--- config.mk ---
export PLATFORM = sky130hd
export DESIGN_NAME = cw_control_top
export DESIGN_NICKNAME = d
export VERILOG_FILES = /design/src/cw_reg_pkg.sv /design/src/cw_control_top.sv /design/src/cw_reg_file.sv /design/src/cw_target_power.sv /design/src/cw_trigger_route.sv
export SDC_FILE = /design/constraint.sdc
export NUM_CORES = 1
export LEC_CHECK = 0
export BUFFER_PORTS_ARGS = -buffer_cell sky130_fd_sc_hd__buf_2
export CAP_MARGIN = 20
export CORE_MARGIN = 2
export CORE_UTILIZATION = 45
export DETAILED_ROUTE_END_ITERATION = 7
export PLACE_DENSITY = 0.66
export RECOVER_POWER = 50
export SLEW_MARGIN = 0
export SYNTH_ARGS = -nofsm -noshare
export SYNTH_HDL_FRONTEND = slang
export SYNTH_SLANG_ARGS = --single-unit
--- constraint.sdc ---
create_clock -name clk -period 3.95 [get_ports clk]
set_input_delay 0.395 -clock clk [delete_from_list [all_inputs] [get_ports clk]]
set_output_delay 0.395 -clock clk [all_outputs]
set_load 0.01 [all_outputs]
--- src/cw_reg_pkg.sv ---
package cw_reg_pkg;

	// host register addresses, 6 bit address bus
	localparam logic [5:0] TRIGSRC_ADDR = 6'd39; // external trigger source / combine mode
	localparam logic [5:0] TRIGMOD_ADDR = 6'd40; // trigger module select
	localparam logic [5:0] IOROUTE_ADDR = 6'd55; // io routing, eight bytes

	// reset values
	localparam logic [7:0] TRIGSRC_RESET = 8'h01; // front A enabled, OR combine
	localparam logic [7:0] TRIGMOD_RESET = 8'h00; // edge module
	localparam logic [63:0] IOROUTE_RESET = 64'h0000_0000_0000_0201; // gpio1=1, gpio2=2

	localparam int IOROUTE_BYTES = 8;
	localparam int IOROUTE_SEL_BITS = $clog2(IOROUTE_BYTES); // byte select from bytecnt

	// trigger source layout: [7:6] combine mode, [5:0] line enables
	// line order fa, fb, r1, r2, r3, r4
	localparam int TRIG_LINES = 6;
	localparam int COMBINE_LSB = 6;
	localparam logic [1:0] COMBINE_OR = 2'd0;
	localparam logic [1:0] COMBINE_AND = 2'd1;

	// trigger module layout: [2:0] module select
	localparam int TRIGMOD_SEL_BITS = 3;
	localparam logic [2:0] TRIGMOD_EDGE = 3'd0; // combined external lines
	localparam logic [2:0] TRIGMOD_ADVIO = 3'd1; // advanced io pattern
	localparam logic [2:0] TRIGMOD_SAD = 3'd2; // analog pattern / sad
	localparam logic [2:0] TRIGMOD_DECODED = 3'd3; // decoded io

	// target power soft start, shortened for simulation
	localparam int PWM_BITS = 8;
	localparam logic [PWM_BITS-1:0] PWM_ON_COUNT = 8'd175; // pwm counts reading "off"
	localparam int SOFT_STEPS = 64; // pwm periods in the ramp
	localparam int STEP_BITS = $clog2(SOFT_STEPS) + 1; // must hold SOFT_STEPS itself

	// io routing word, byte view for host access and named field view
	typedef union packed {
		logic [IOROUTE_BYTES-1:0][7:0] bytes; // bytes[0] is gpio1
		struct packed {
			logic [7:0] reserved1;
			logic [7:0] reserved0;
			struct packed {
				logic [4:0] spare;
				logic fast_start; // 1 = fast switch, 0 = slow start
				logic power_off; // 1 = target unpowered
				logic avr_prog; // avr programming enable
			} extra;
			logic [7:0] glitch; // plain storage
			logic [7:0] gpio4;
			logic [7:0] gpio3;
			logic [7:0] gpio2;
			logic [7:0] gpio1;
		} fields;
	} io_route_u;

endpackage

--- src/cw_control_top.sv ---
`timescale 1ns/1ns

module cw_control_top (
	input logic clk,
	input logic reset,
	// host bus
	input logic [5:0] reg_address_i,
	input logic [15:0] reg_bytecnt_i,
	input logic [7:0] reg_data_i,
	input logic reg_read_i,
	input logic reg_write_i,
	input logic reg_addrvalid_i,
	input logic [5:0] reg_hypaddress_i,
	// trigger sources
	input logic [5:0] trig_lines_i, // fa, fb, r1..r4
	input logic trigger_advio_i,
	input logic trigger_anapattern_i,
	input logic trigger_decodedio_i,
	output logic [7:0] reg_data_o,
	output logic [15:0] reg_hyplen_o,
	output logic trigger_ext_o,
	output logic trigger_o,
	output logic enable_avrprog_o,
	output logic targetpower_off_o
);

	logic [7:0] trigsrc; // trigger source register
	logic [7:0] trigmod; // trigger module register
	cw_reg_pkg::io_route_u ioroute; // io routing word

	cw_reg_file cw_reg_file_inst (
		.clk(clk),
		.reset(reset),
		.reg_address_i(reg_address_i),
		.reg_bytecnt_i(reg_bytecnt_i),
		.reg_data_i(reg_data_i),
		.reg_read_i(reg_read_i),
		.reg_write_i(reg_write_i),
		.reg_addrvalid_i(reg_addrvalid_i),
		.reg_hypaddress_i(reg_hypaddress_i),
		.reg_data_o(reg_data_o),
		.reg_hyplen_o(reg_hyplen_o),
		.trigsrc_o(trigsrc),
		.trigmod_o(trigmod),
		.ioroute_o(ioroute)
	);

	cw_trigger_route cw_trigger_route_inst (
		.trigsrc_i(trigsrc),
		.trigmod_i(trigmod),
		.trig_lines_i(trig_lines_i),
		.trigger_advio_i(trigger_advio_i),
		.trigger_anapattern_i(trigger_anapattern_i),
		.trigger_decodedio_i(trigger_decodedio_i),
		.trigger_ext_o(trigger_ext_o),
		.trigger_o(trigger_o)
	);

	cw_target_power cw_target_power_inst (
		.clk(clk),
		.reset(reset),
		.power_off_i(ioroute.fields.extra.power_off),
		.fast_start_i(ioroute.fields.extra.fast_start),
		.targetpower_off_o(targetpower_off_o)
	);

	assign enable_avrprog_o = ioroute.fields.extra.avr_prog; // straight from the register

endmodule

--- src/cw_reg_file.sv ---
`timescale 1ns/1ns

module cw_reg_file (
	input logic clk,
	input logic reset,
	input logic [5:0] reg_address_i, // host register address
	input logic [15:0] reg_bytecnt_i, // byte index within a multi-byte register
	input logic [7:0] reg_data_i, // write data
	input logic reg_read_i,
	input logic reg_write_i,
	input logic reg_addrvalid_i,
	input logic [5:0] reg_hypaddress_i, // address for the length lookup
	output logic [7:0] reg_data_o, // read data, one cycle after the strobe
	output logic [15:0] reg_hyplen_o, // length of reg_hypaddress_i in bytes
	output logic [7:0] trigsrc_o,
	output logic [7:0] trigmod_o,
	output cw_reg_pkg::io_route_u ioroute_o
);

	logic [7:0] trigsrc_q; // trigger source register
	logic [7:0] trigmod_q; // trigger module register
	cw_reg_pkg::io_route_u ioroute_q; // io routing register
	logic [cw_reg_pkg::IOROUTE_SEL_BITS-1:0] byte_sel; // io routing byte from bytecnt
	logic addr_mapped; // reg_address_i hits one of the three registers
	logic [7:0] rdata_q; // captured read value
	logic rvalid_q; // readback gate

	assign byte_sel = reg_bytecnt_i[cw_reg_pkg::IOROUTE_SEL_BITS-1:0];

	// decode of the live host address
	always_comb begin
		case (reg_address_i)
			cw_reg_pkg::TRIGSRC_ADDR,
			cw_reg_pkg::TRIGMOD_ADDR,
			cw_reg_pkg::IOROUTE_ADDR: addr_mapped = 1'b1;
			default: addr_mapped = 1'b0; // includes the old ext clock address
		endcase
	end

	// register writes
	always_ff @(posedge clk) begin
		if (reset) begin
			trigsrc_q <= cw_reg_pkg::TRIGSRC_RESET;
			trigmod_q <= cw_reg_pkg::TRIGMOD_RESET;
			ioroute_q <= cw_reg_pkg::IOROUTE_RESET;
		end else if (reg_write_i) begin
			case (reg_address_i)
				cw_reg_pkg::TRIGSRC_ADDR: trigsrc_q <= reg_data_i;
				cw_reg_pkg::TRIGMOD_ADDR: trigmod_q <= reg_data_i;
				cw_reg_pkg::IOROUTE_ADDR: ioroute_q.bytes[byte_sel] <= reg_data_i; // one byte
				default: ; // unmapped, write dropped
			endcase
		end
	end

	// read data capture on the read strobe
	always_ff @(posedge clk) begin
		if (reset) begin
			rdata_q <= 8'd0;
		end else if (reg_read_i) begin
			case (reg_address_i)
				cw_reg_pkg::TRIGSRC_ADDR: rdata_q <= trigsrc_q;
				cw_reg_pkg::TRIGMOD_ADDR: rdata_q <= trigmod_q;
				cw_reg_pkg::IOROUTE_ADDR: rdata_q <= ioroute_q.bytes[byte_sel];
				default: rdata_q <= 8'd0;
			endcase
		end
	end

	// valid follows address-valid on every edge
	always_ff @(posedge clk) begin
		if (reset)
			rvalid_q <= 1'b0;
		else
			rvalid_q <= reg_addrvalid_i & addr_mapped;
	end

	assign reg_data_o = rvalid_q ? rdata_q : 8'd0; // bus idles at zero

	// length lookup for the host, purely combinational
	always_comb begin
		case (reg_hypaddress_i)
			cw_reg_pkg::TRIGSRC_ADDR: reg_hyplen_o = 16'd1;
			cw_reg_pkg::TRIGMOD_ADDR: reg_hyplen_o = 16'd1;
			cw_reg_pkg::IOROUTE_ADDR: reg_hyplen_o = cw_reg_pkg::IOROUTE_BYTES[15:0];
			default: reg_hyplen_o = 16'd0;
		endcase
	end

	assign trigsrc_o = trigsrc_q;
	assign trigmod_o = trigmod_q;
	assign ioroute_o = ioroute_q;

endmodule

--- src/cw_target_power.sv ---
`timescale 1ns/1ns

module cw_target_power (
	input logic clk,
	input logic reset,
	input logic power_off_i, // power-off bit from the extra byte
	input logic fast_start_i, // 1 = switch straight on, 0 = pwm soft start
	output logic targetpower_off_o // 1 = target switched off
);

	logic off_meta; // first sync stage
	logic off_sync; // second sync stage
	logic soft_on; // soft start armed
	logic [cw_reg_pkg::PWM_BITS-1:0] pwm_cnt;
	logic [cw_reg_pkg::STEP_BITS-1:0] step_cnt; // pwm periods elapsed
	logic pwm_wrap;
	logic ramp_active;
	logic pwm_off; // pwm phase reading "off"

	// two-flop synchronizer on the power-off bit
	always_ff @(posedge clk) begin
		if (reset) begin
			off_meta <= 1'b0;
			off_sync <= 1'b0;
		end else begin
			off_meta <= power_off_i;
			off_sync <= off_meta;
		end
	end

	// arm on off -> on, disarm whenever power goes off again
	always_ff @(posedge clk) begin
		if (reset)
			soft_on <= 1'b0;
		else if (!off_meta && off_sync)
			soft_on <= 1'b1;
		else if (off_meta)
			soft_on <= 1'b0;
	end

	assign pwm_wrap = &pwm_cnt;
	assign ramp_active = soft_on &&
		(step_cnt != cw_reg_pkg::SOFT_STEPS[cw_reg_pkg::STEP_BITS-1:0]);

	// pwm counter free runs while armed, step counter saturates at SOFT_STEPS
	always_ff @(posedge clk) begin
		if (reset || !soft_on) begin
			pwm_cnt <= '0;
			step_cnt <= '0;
		end else begin
			pwm_cnt <= pwm_cnt + 1'b1;
			if (pwm_wrap && ramp_active)
				step_cnt <= step_cnt + 1'b1; // one more period done
		end
	end

	assign pwm_off = pwm_cnt < cw_reg_pkg::PWM_ON_COUNT;

	// slow mode chops the switch during the ramp, otherwise follow the sync bit
	assign targetpower_off_o = (ramp_active && !fast_start_i) ? pwm_off : off_sync;

endmodule

--- src/cw_trigger_route.sv ---
`timescale 1ns/1ns

module cw_trigger_route (
	input logic [7:0] trigsrc_i, // line enables and combine mode
	input logic [7:0] trigmod_i, // module select in the low bits
	input logic [5:0] trig_lines_i, // fa, fb, r1..r4
	input logic trigger_advio_i,
	input logic trigger_anapattern_i,
	input logic trigger_decodedio_i,
	output logic trigger_ext_o, // combined external trigger
	output logic trigger_o // trigger to the capture logic
);

	logic [cw_reg_pkg::TRIG_LINES-1:0] line_en;
	logic [1:0] combine_mode;
	logic [cw_reg_pkg::TRIGMOD_SEL_BITS-1:0] mod_sel;
	logic trig_or; // any enabled line high
	logic trig_and; // all enabled lines high

	assign line_en = trigsrc_i[cw_reg_pkg::TRIG_LINES-1:0];
	assign combine_mode = trigsrc_i[cw_reg_pkg::COMBINE_LSB+1:cw_reg_pkg::COMBINE_LSB];
	assign mod_sel = trigmod_i[cw_reg_pkg::TRIGMOD_SEL_BITS-1:0];

	assign trig_or = |(line_en & trig_lines_i); // nothing enabled -> 0
	assign trig_and = &(~line_en | trig_lines_i); // disabled lines read as 1

	always_comb begin
		case (combine_mode)
			cw_reg_pkg::COMBINE_OR: trigger_ext_o = trig_or;
			cw_reg_pkg::COMBINE_AND: trigger_ext_o = trig_and;
			default: trigger_ext_o = 1'b0; // modes 2 and 3 unused
		endcase
	end

	// one trigger module feeds the capture logic
	always_comb begin
		case (mod_sel)
			cw_reg_pkg::TRIGMOD_EDGE: trigger_o = trigger_ext_o;
			cw_reg_pkg::TRIGMOD_ADVIO: trigger_o = trigger_advio_i;
			cw_reg_pkg::TRIGMOD_SAD: trigger_o = trigger_anapattern_i;
			cw_reg_pkg::TRIGMOD_DECODED: trigger_o = trigger_decodedio_i;
			default: trigger_o = 1'b0; // codes 4..7 held low
		endcase
	end

endmodule

# Word level (Yosys, flattened, before mapping)
# Index checks and enable logic that the tools add are counted.
dict set report totals {
  regBits 107
  latchBits 0
  ram_bits 0
  rom_bits 0
  input_bits 50
  elab_cells 64
  mem_count 0
}
dict set report classes {
  add_sub_neg 2
  mul 0
  div_mod_pow 0
  magnitude_cmp 3
  eq_ne 11
  n_shift 0
  mux 14
  bitwise_logic 4
  reduce_logical 20
}
# operator n
set ops {}
lappend ops {{bitwise mux 64 bit} 1}
lappend ops {{== test 6 bit (second input constant)} 6}
lappend ops {{binary-select mux 8 bit (select 3 bit)} 1}
lappend ops {{demux 8 bit (select 3 bit)} 1}
lappend ops {{two-way mux 8 bit} 3}
lappend ops {{case mux 8 bit (3 select lines)} 1}
lappend ops {{adder 8 x 1 -> 8 bit (second input constant)} 1}
lappend ops {{less-than comparator 8 bit (second input constant)} 1}
lappend ops {{case mux 4 bit (2 select lines)} 1}
lappend ops {{AND reduction 8 bit} 1}
lappend ops {{adder 7 x 1 -> 7 bit (second input constant)} 1}
lappend ops {{inequality test 7 bit (second input constant)} 1}
lappend ops {{AND 6 bit} 1}
lappend ops {{== test 3 x 2 -> 1 bit (second input constant)} 2}
lappend ops {{NOT 6 bit} 1}
lappend ops {{bitwise OR 6 bit} 1}
lappend ops {{AND reduction 2 bit} 3}
lappend ops {{AND reduction 6 bit} 1}
lappend ops {{OR reduction 6 bit} 1}
lappend ops {{logical AND 1 bit} 5}
lappend ops {{less-than comparator 3 x 4 -> 1 bit (second input constant)} 1}
lappend ops {{two-way mux 1 bit} 4}
lappend ops {{case mux 1 bit (4 select lines)} 1}
lappend ops {{== test 3 x 1 -> 1 bit (second input constant)} 1}
lappend ops {{other kinds (11)} 13}

# Depth between registers and ports, before layout
# Gate-level depths: netlist of the first run.
dict set report depth {
  word_depth 5
  mapped_depth 8
  mapped_depth_nobuf 6
}

# By module
# A second synthesis of the first run with hierarchy kept.
dict set report hier_totals {
  hier_cells 508
  hier_area_um2 5166.2
}
# module n_inst cells_per_inst area_each_um2
set modules_own_cells {}
lappend modules_own_cells {cw_reg_file 1 402 4175.3}
lappend modules_own_cells {cw_target_power 1 86 862.1}
lappend modules_own_cells {cw_trigger_route 1 20 128.9}

# Worst setup path before layout of the first run
# Ideal clock, no wire load.
dict set report synth_timing {
  path_type {input port to flip-flop}
  from {input reg_bytecnt_i[0]}
  to {register cw_reg_file_inst.rdata_q[6]}
  setup_time_ps 137
  t_arrival_ps 1650
  setup_slack_ps 2163
  stages 6
  path_buffers 2
  path_cell_list {buf_2 buf_4 mux4_2 mux2_2 nand2_1 a31oi_1}
}
dict set report synth_between {
  elab_chain_len 3
}
# element line
set synth_rtl {}
lappend synth_rtl {{start, declared} cw_control_top.sv:8} ;# input logic [15:0] reg_bytecnt_i,
lappend synth_rtl {{binary-select mux 8 bit (select 3 bit)} cw_reg_file.sv:64} ;# cw_reg_pkg::IOROUTE_ADDR: rdata_q <= ioroute_q.bytes[byte_sel];
lappend synth_rtl {{two-way mux 8 bit (not written as such)} cw_reg_file.sv:64}
lappend synth_rtl {{case mux 8 bit (3 select lines)} cw_reg_file.sv:61} ;# case (reg_address_i)
lappend synth_rtl {{end signal, assigned} cw_reg_file.sv:62} ;# cw_reg_pkg::TRIGSRC_ADDR: rdata_q <= trigsrc_q;
lappend synth_rtl {{end signal, assigned} cw_reg_file.sv:63} ;# cw_reg_pkg::TRIGMOD_ADDR: rdata_q <= trigmod_q;
lappend synth_rtl {{end signal, assigned} cw_reg_file.sv:64}
lappend synth_rtl {{end, declared} cw_reg_file.sv:25} ;# logic [7:0] rdata_q;
# No other way between the ends. The select of a mux whose other input is x is not followed.
# A chain may end at the register's enable or synchronous reset.

# Worst setup path in the final report of the first run
dict set report layout_timing {
  from {input reg_bytecnt_i[0]}
  to {register cw_reg_file_inst.ioroute_q, in the netlist cw_reg_file_inst.ioroute_o[0]}
}
dict set report layout_between {
  elab_chain_len 5
}
# element line
set layout_rtl {}
lappend layout_rtl {{less-than comparator 3 x 4 -> 1 bit (not written as such) or greater-or-equal comparator 3 x 1 -> 1 bit (tied branches)} cw_reg_file.sv:50} ;# cw_reg_pkg::IOROUTE_ADDR: ioroute_q.bytes[byte_sel] <= reg_data_i;
lappend layout_rtl {{logical AND 1 bit (not written as such)} cw_reg_file.sv:50}
lappend layout_rtl {{two-way mux 8 bit (not written as such)} cw_reg_file.sv:50}
lappend layout_rtl {{demux 8 bit (select 3 bit) *} --}
lappend layout_rtl {{bitwise mux 64 bit *} cw_reg_file.sv:50}
lappend layout_rtl {{end signal, assigned} cw_reg_file.sv:45} ;# ioroute_q <= cw_reg_pkg::IOROUTE_RESET;
lappend layout_rtl {{end, declared} cw_reg_file.sv:22} ;# cw_reg_pkg::io_route_u ioroute_q;
# Every way passes the cells marked *; elsewhere a longest branch is shown, timed or not.

==> flow_summary.toml, run 1 <==
[power_and_ir_drop]
swShare_pct = 23.0
p_comb_share_pct = 6.0
pwr-share-clk_pct = 36.8
total_power_w = 0.00190
p_switching_w = 0.000436
internal-power_w = 0.00146
powerDensity_mw_per_mm2 = 349
p_leak_nw = 1.90
ir_drop_mv = 0.204
pwr-share-seq_pct = 57.2

[clock_tree]
cts_sinks = 107
cts_buffer_depth = 2
root_buffer = "clkbuf_8"
holdBufCountCts = 0
post_cts.repair.setup_buffers = 0
tritoncts = "yes"
htreeDepth = 3
clkSlewWorstSetupHoldPaths_ns = 0.10
clkLatencyLatePin_ns = 0.37
cts_resized = 0
cts_buffers = 9

[die]
start_util_pct = 46.3
die_x_um = 110
rows = 38
design.core.area_mm2 = 0.0109
die_area_mm2 = 0.0121
io-pin-count = 78
die_y_um = 110

[drt]
drt_first_pass_iters = 5
dr.first_iter.drc_count = 257
drc = 0
ant_nets = 0
vias_per_cell = 5.43
routed_wl_um = 11100
vias = 3867
wl_per_cell_um = 15.6

[setup_path]
worst_setup_path_start_kind = "input port"
crit_path_max_fanout = 25
endpoint_kind = "flop"
slowest_stage = "nor3_1"
slowest_delay_ns = 1.32
cp_cell_sequence = "clkbuf_1 -> nand4b_4 -> nor3_1 -> nor2b_1 -> a211o_1"
arrival_ns = 3.17
crit_path_end = "cw_reg_file_inst.ioroute_o[0]$_SDFFE_PP1P_"
crit_start = "reg_bytecnt_i[0]"
rrSetupSlack_ns = 2.05
cp.required_ns = 4.22
rr_worst_depth = 6
r2r-start = "cw_target_power_inst.pwm_cnt[0]$_SDFF_PP0_"
r2r_end = "cw_target_power_inst.step_cnt[6]$_SDFFE_PP0P_"
path_class = "input port to flop"

[global_routing]
grt-ovfl-total = 0
grt_pass1_wl_um = 17500
grt_pass1_vias = 3559
grt_max_degree = 59
track_usage_pct = 18.9
antenna_found_initial = 0

[logic_synthesis]
synth_top_family_by_area = "simple AND/OR/NAND/NOR gates"
synth_flop_cell = "dfxtp_1"
avgSynthCellArea_um2 = 9.32
synth_xor_area_share_pct = 1.56
synth-warning-count = 0
synth_seq_cells = 107
ys_seq_area_share_pct = 42.5
synth-simple-area-share_pct = 20.0
synth_adder_area_share_pct = 0.744
synth-compound-area-share_pct = 10.6
synth_edf_count = 0
netlist_area_mm2 = 0.00504
synthMuxAreaShare_pct = 18.6
synthCells = 541
synthArstFlopShare_pct = 0
synth_cell_type_count = 56

[sta]
max_freq_ghz = 0.345
report.final.slew_viol_count = 74
maxSlewHeadroom_pct = -15.4
fin_ws_ns = 1.05
setup_viol = 0
worst_slew_pin_slew_ns = 1.72
period_share_pct = 73.5
rsz0062_at_grt = "no"
min_period_ns = 2.90
finClkSkew_ns = 0.0108
hold_violations = 0
finalSetupTns_ns = 0

[layout]
nets = 621
final_common_cell = "dfxtp_1"
syn_to_final_growth_pct = 7.94
antenna_cells = 0
drive_above_1_share_pct = 14.5
layout_common_cells = "dfxtp_1, nor2_1, mux2i_1, buf_2, nand2_1"

[place]
dp_slack_ns = 1.57
portBuffers = 50
place_congestion = 0.790
hpwl_um = 7490

[status]
violations = "capacitance limit, slew limit"
status = "complete, but fails checks"

[flow_run]
max-cap-violations = 3

[min_path]
min_path_type = "input port to flop"
hold_depth = 2
-- cells by family (layout without fill, tap and decap cells) --
family / after synthesis / in the layout
AOI/OAI and AO/OA: 80 / 80
muxes: 83 / 83
DFF: 107 / 107
xor gates and xnor gates: 9 / 9
and+or+nand+nor: 198 / 198
buffers and inverters: 60 / 78
other: 1 / 14
adders and majority gates: 3 / 3
-- worst min-delay path by stage --
| stage | start | endpoint | slack, ns |
|---|---|---|---|
| floorplan | cw_target_power_inst.off_meta$_SDFF_PP0_ | cw_target_power_inst.soft_on$_SDFFE_PP0P_ | 0.39 |
| global placement | cw_target_power_inst.off_meta$_SDFF_PP0_ | cw_target_power_inst.soft_on$_SDFFE_PP0P_ | 0.40 |
| detailed placement | cw_target_power_inst.off_meta$_SDFF_PP0_ | cw_target_power_inst.soft_on$_SDFFE_PP0P_ | 0.40 |
| CTS | reg_addrvalid_i | cw_reg_file_inst.rvalid_q$_SDFF_PP0_ | 0.30 |
| global route | reg_addrvalid_i | cw_reg_file_inst.rvalid_q$_SDFF_PP0_ | 0.31 |
| finish | reg_addrvalid_i | cw_reg_file_inst.rvalid_q$_SDFF_PP0_ | 0.31 |
-- final cells by class --
class	instances	area, µm²
Sequential cell	107	2140
Tap cell	140	175
Clock buffer	12	165
Timing Repair Buffer	51	245
Fill cell	1066	5440
Clock inverter	3	46.3
Multi-Input combinational cell	387	2630
Inverter	12	45.0
-- flip-flops by register name, indices dropped and copies added, names as in the netlist --
name / flops
cw_reg_file_inst.trigmod_o: 8
cw_reg_file_inst.ioroute_o: 64
cw_target_power_inst.step_cnt: 7
cw_target_power_inst.off_meta: 1
cw_target_power_inst.off_sync: 1
cw_target_power_inst.pwm_cnt: 8
cw_reg_file_inst.trigsrc_o: 8
cw_target_power_inst.soft_on: 1
cw_reg_file_inst.rdata_q: 8
cw_reg_file_inst.rvalid_q: 1
-- power by group through the flow --
| stage | clock network [W] | registers (W) | logic, W |
|---|---|---|---|
| detailed placement | 0 | 0.00111 | 0.000116 |
| global placement | 0 | 0.00111 | 0.000115 |
| global route | 0.000756 | 0.00109 | 0.000127 |
| floorplan | 0 | 0.00111 | 0.0000913 |
| CTS | 0.000717 | 0.00109 | 0.000117 |
| finish | 0.000699 | 0.00109 | 0.000115 |
-- critical path: cells and delay by family --
family	cells	cell delay, ns
buffers and inverters	1	0.59
AOI/OAI and AO/OA	1	0.32
and+or+nand+nor	3	1.85
-- metal layers --
layer  track usage, %  routed length, µm
met2             30.2               5060
met5                0                  0
met4             5.61                163
met1             25.5               5270
met3             4.27                623
-- stage by stage --
stage	area [µm²]	cells	util (%)	hold slack, ns
global placement	5270	697	48.4	0.402
CTS	5480	712	50.3	0.303
finish	5440	712	50.0	0.313
detailed placement	5270	697	48.4	0.403
floorplan	5090	554	-	0.392
global route	5440	712	50.0	0.313
-- synthesized netlist by cell type, types with 3 or more instances --
cell type | instances | area share (%)
a21oi_1 | 20 | 2.0
a22oi_1 | 15 | 2.2
a31oi_1 | 9 | 1.1
and2_1 | 12 | 1.5
buf_1 | 9 | 0.67
buf_2 | 6 | 0.60
buf_4 | 16 | 2.4
clkbuf_1 | 16 | 1.2
dfxtp_1 | 107 | 42
ha_1 | 3 | 0.74
inv_1 | 12 | 0.89
mux2_2 | 7 | 1.6
mux2i_1 | 68 | 13
mux4_2 | 8 | 3.6
nand2_1 | 32 | 2.4
nand2b_1 | 7 | 0.87
nand3_1 | 22 | 2.2
nor2_1 | 84 | 6.3
nor2_2 | 7 | 0.87
nor2b_1 | 7 | 0.87
nor3_1 | 3 | 0.30
nor3b_1 | 3 | 0.45
o21a_1 | 3 | 0.45
o21ai_0 | 7 | 0.69
o21bai_1 | 8 | 1.2
xnor2_1 | 5 | 0.87
xor2_1 | 4 | 0.69
(Power assumes the default switching activity.)
==> inputs of run 2 (changes only) <==
clock period = 3.05 ns   (was 3.95 ns; I/O delays follow)
==> flow_summary.toml, run 2 (same netlist as run 1, synthesis figures left out) <==
[sta]
min_period_ns = 2.58
rsz0062_at_grt = "no"
setup_viol = 0
report.final.slew_viol_count = 10
max_freq_ghz = 0.388
worst_slew_pin_slew_ns = 1.74
period_share_pct = 84.4
fin_ws_ns = 0.475
finClkSkew_ns = 0.00902
finalSetupTns_ns = 0
maxSlewHeadroom_pct = -16.6
hold_violations = 0

[global_routing]
grt_max_degree = 67
grt-busiest-layer = "met2"
track_usage_pct = 19.3
grt_pass1_vias = 3668
grt_pass1_wl_um = 18100
met2_usage_pct = 31.2
grt-ovfl-total = 0
use_met1_pct = 25.8
antenna_found_initial = 0
use_met3_pct = 4.39

[status]
violations = "capacitance limit, slew limit"
status = "complete, but fails checks"

[drt]
vias = 3921
routed_wl_um = 11100
ant_nets = 0
vias_per_cell = 5.48
drc = 0
drt_first_pass_iters = 8
wl_per_cell_um = 15.6
dr.first_iter.drc_count = 223

[setup_path]
endpoint_kind = "flop"
crit_path_max_fanout = 25
path_class = "input port to flop"
arrival_ns = 2.84
worst_setup_path_start_kind = "input port"
cp.required_ns = 3.31
r2r-start = "cw_target_power_inst.pwm_cnt[0]$_SDFF_PP0_"
slowest_stage = "nor3_1"
rrSetupSlack_ns = 1.11
r2r_end = "cw_target_power_inst.step_cnt[6]$_SDFFE_PP0P_"
slowest_delay_ns = 1.38
cp_cell_sequence = "buf_2 -> nand4b_1 -> nor3_1 -> nor2b_1 -> a211o_1"
rr_worst_depth = 6

[clock_tree]
cts_sinks = 107
htreeDepth = 3
clkLatencyLatePin_ns = 0.37
clkSlewWorstSetupHoldPaths_ns = 0.10
cts_buffers = 9
cts_resized = 0
root_buffer = "clkbuf_8"
tritoncts = "yes"
cts_buffer_depth = 2
holdBufCountCts = 0
post_cts.repair.setup_buffers = 0

[place]
dp_slack_ns = 0.853
portBuffers = 50
hpwl_um = 7450
place_congestion = 0.792

[die]
rows = 38
start_util_pct = 46.3
die_x_um = 110
die_y_um = 110
design.core.area_mm2 = 0.0109
die_area_mm2 = 0.0121
io-pin-count = 78

[layout]
nFillCells = 1023
largest_reg_flops = 64
drive_above_1_share_pct = 15.0
final_common_cell = "dfxtp_1"
layout_common_cells = "dfxtp_1, nor2_1, mux2i_1, buf_2, nand2_1"
antenna_cells = 0
nets = 623
syn_to_final_growth_pct = 8.43
multi_input_area_mm2 = 0.00262
regArea_mm2 = 0.00214

[min_path]
worstHoldStart = "reg_addrvalid_i"
whs_endpoint = "cw_reg_file_inst.rvalid_q$_SDFF_PP0_"
hold_depth = 2
min_path_type = "input port to flop"

[power_and_ir_drop]
powerDensity_mw_per_mm2 = 461
p_leak_nw = 1.90
ir_drop_mv = 0.389

[flow_run]
max-cap-violations = 1
## run 2: layout make-up
cell class | count | area share [%]
clock buffers | 11 | 2.77
flip-flops and latches | 107 | 39.2
well taps | 140 | 3.20
repair buffers | 53 | 4.74
clock inverters | 5 | 1.37
inverters | 12 | 0.824
multi-input cells | 387 | 47.9
## run 2: power by group
group	switching [W]	internal [W]	total [W]
Clock	0.000463	0.000503	0.000966
Combinational	0.000101	0.0000484	0.000149
Sequential	0.00000388	0.00140	0.00141
## run 2: how the worst max path moves through the flow
| stage | to | start | slack [ns] |
|---|---|---|---|
| after floorplan | cw_reg_file_inst.rdata_q[6]$_SDFFE_PP0P_ | reg_bytecnt_i[0] | 1.35 |
| after global placement | cw_reg_file_inst.ioroute_o[50]$_SDFFE_PP0P_ | reg_bytecnt_i[2] | 0.90 |
| after detailed placement | cw_reg_file_inst.ioroute_o[57]$_SDFFE_PP0P_ | reg_bytecnt_i[2] | 0.85 |
| after CTS | targetpower_off_o | cw_target_power_inst.step_cnt[0]$_SDFFE_PP0P_ | 0.69 |
| after global routing | cw_reg_file_inst.ioroute_o[1]$_SDFFE_PP0P_ | reg_bytecnt_i[0] | 0.32 |
| final | cw_reg_file_inst.ioroute_o[0]$_SDFFE_PP1P_ | reg_bytecnt_i[0] | 0.47 |
## run 2: worst max-delay path: cells and delay by family
family	cells	cell delay, ns
simple gates	3	1.89
buf+inv	1	0.31
compound gates	1	0.32
## run 2: stage by stage
stage          utilization (%)  instances  total power (W)  instance area, µm²  hold WS, ns
5_1_grt                   50.2        715          0.00261                5470        0.224
3_3_place_gp              48.5        699          0.00159                5290        0.401
4_1_cts                   50.6        715          0.00255                5510        0.201
3_5_place_dp              48.5        699          0.00159                5290        0.401
6_report                  50.2        715          0.00252                5470        0.216
2_1_floorplan                -        554          0.00156                5090        0.392
## run 2: routing by layer
layer  part of all wire [%]  wire, µm
met1                     47      5220
met3                    6.4       710
met5                      0         0
met2                     46      5070
met4                    1.2       137
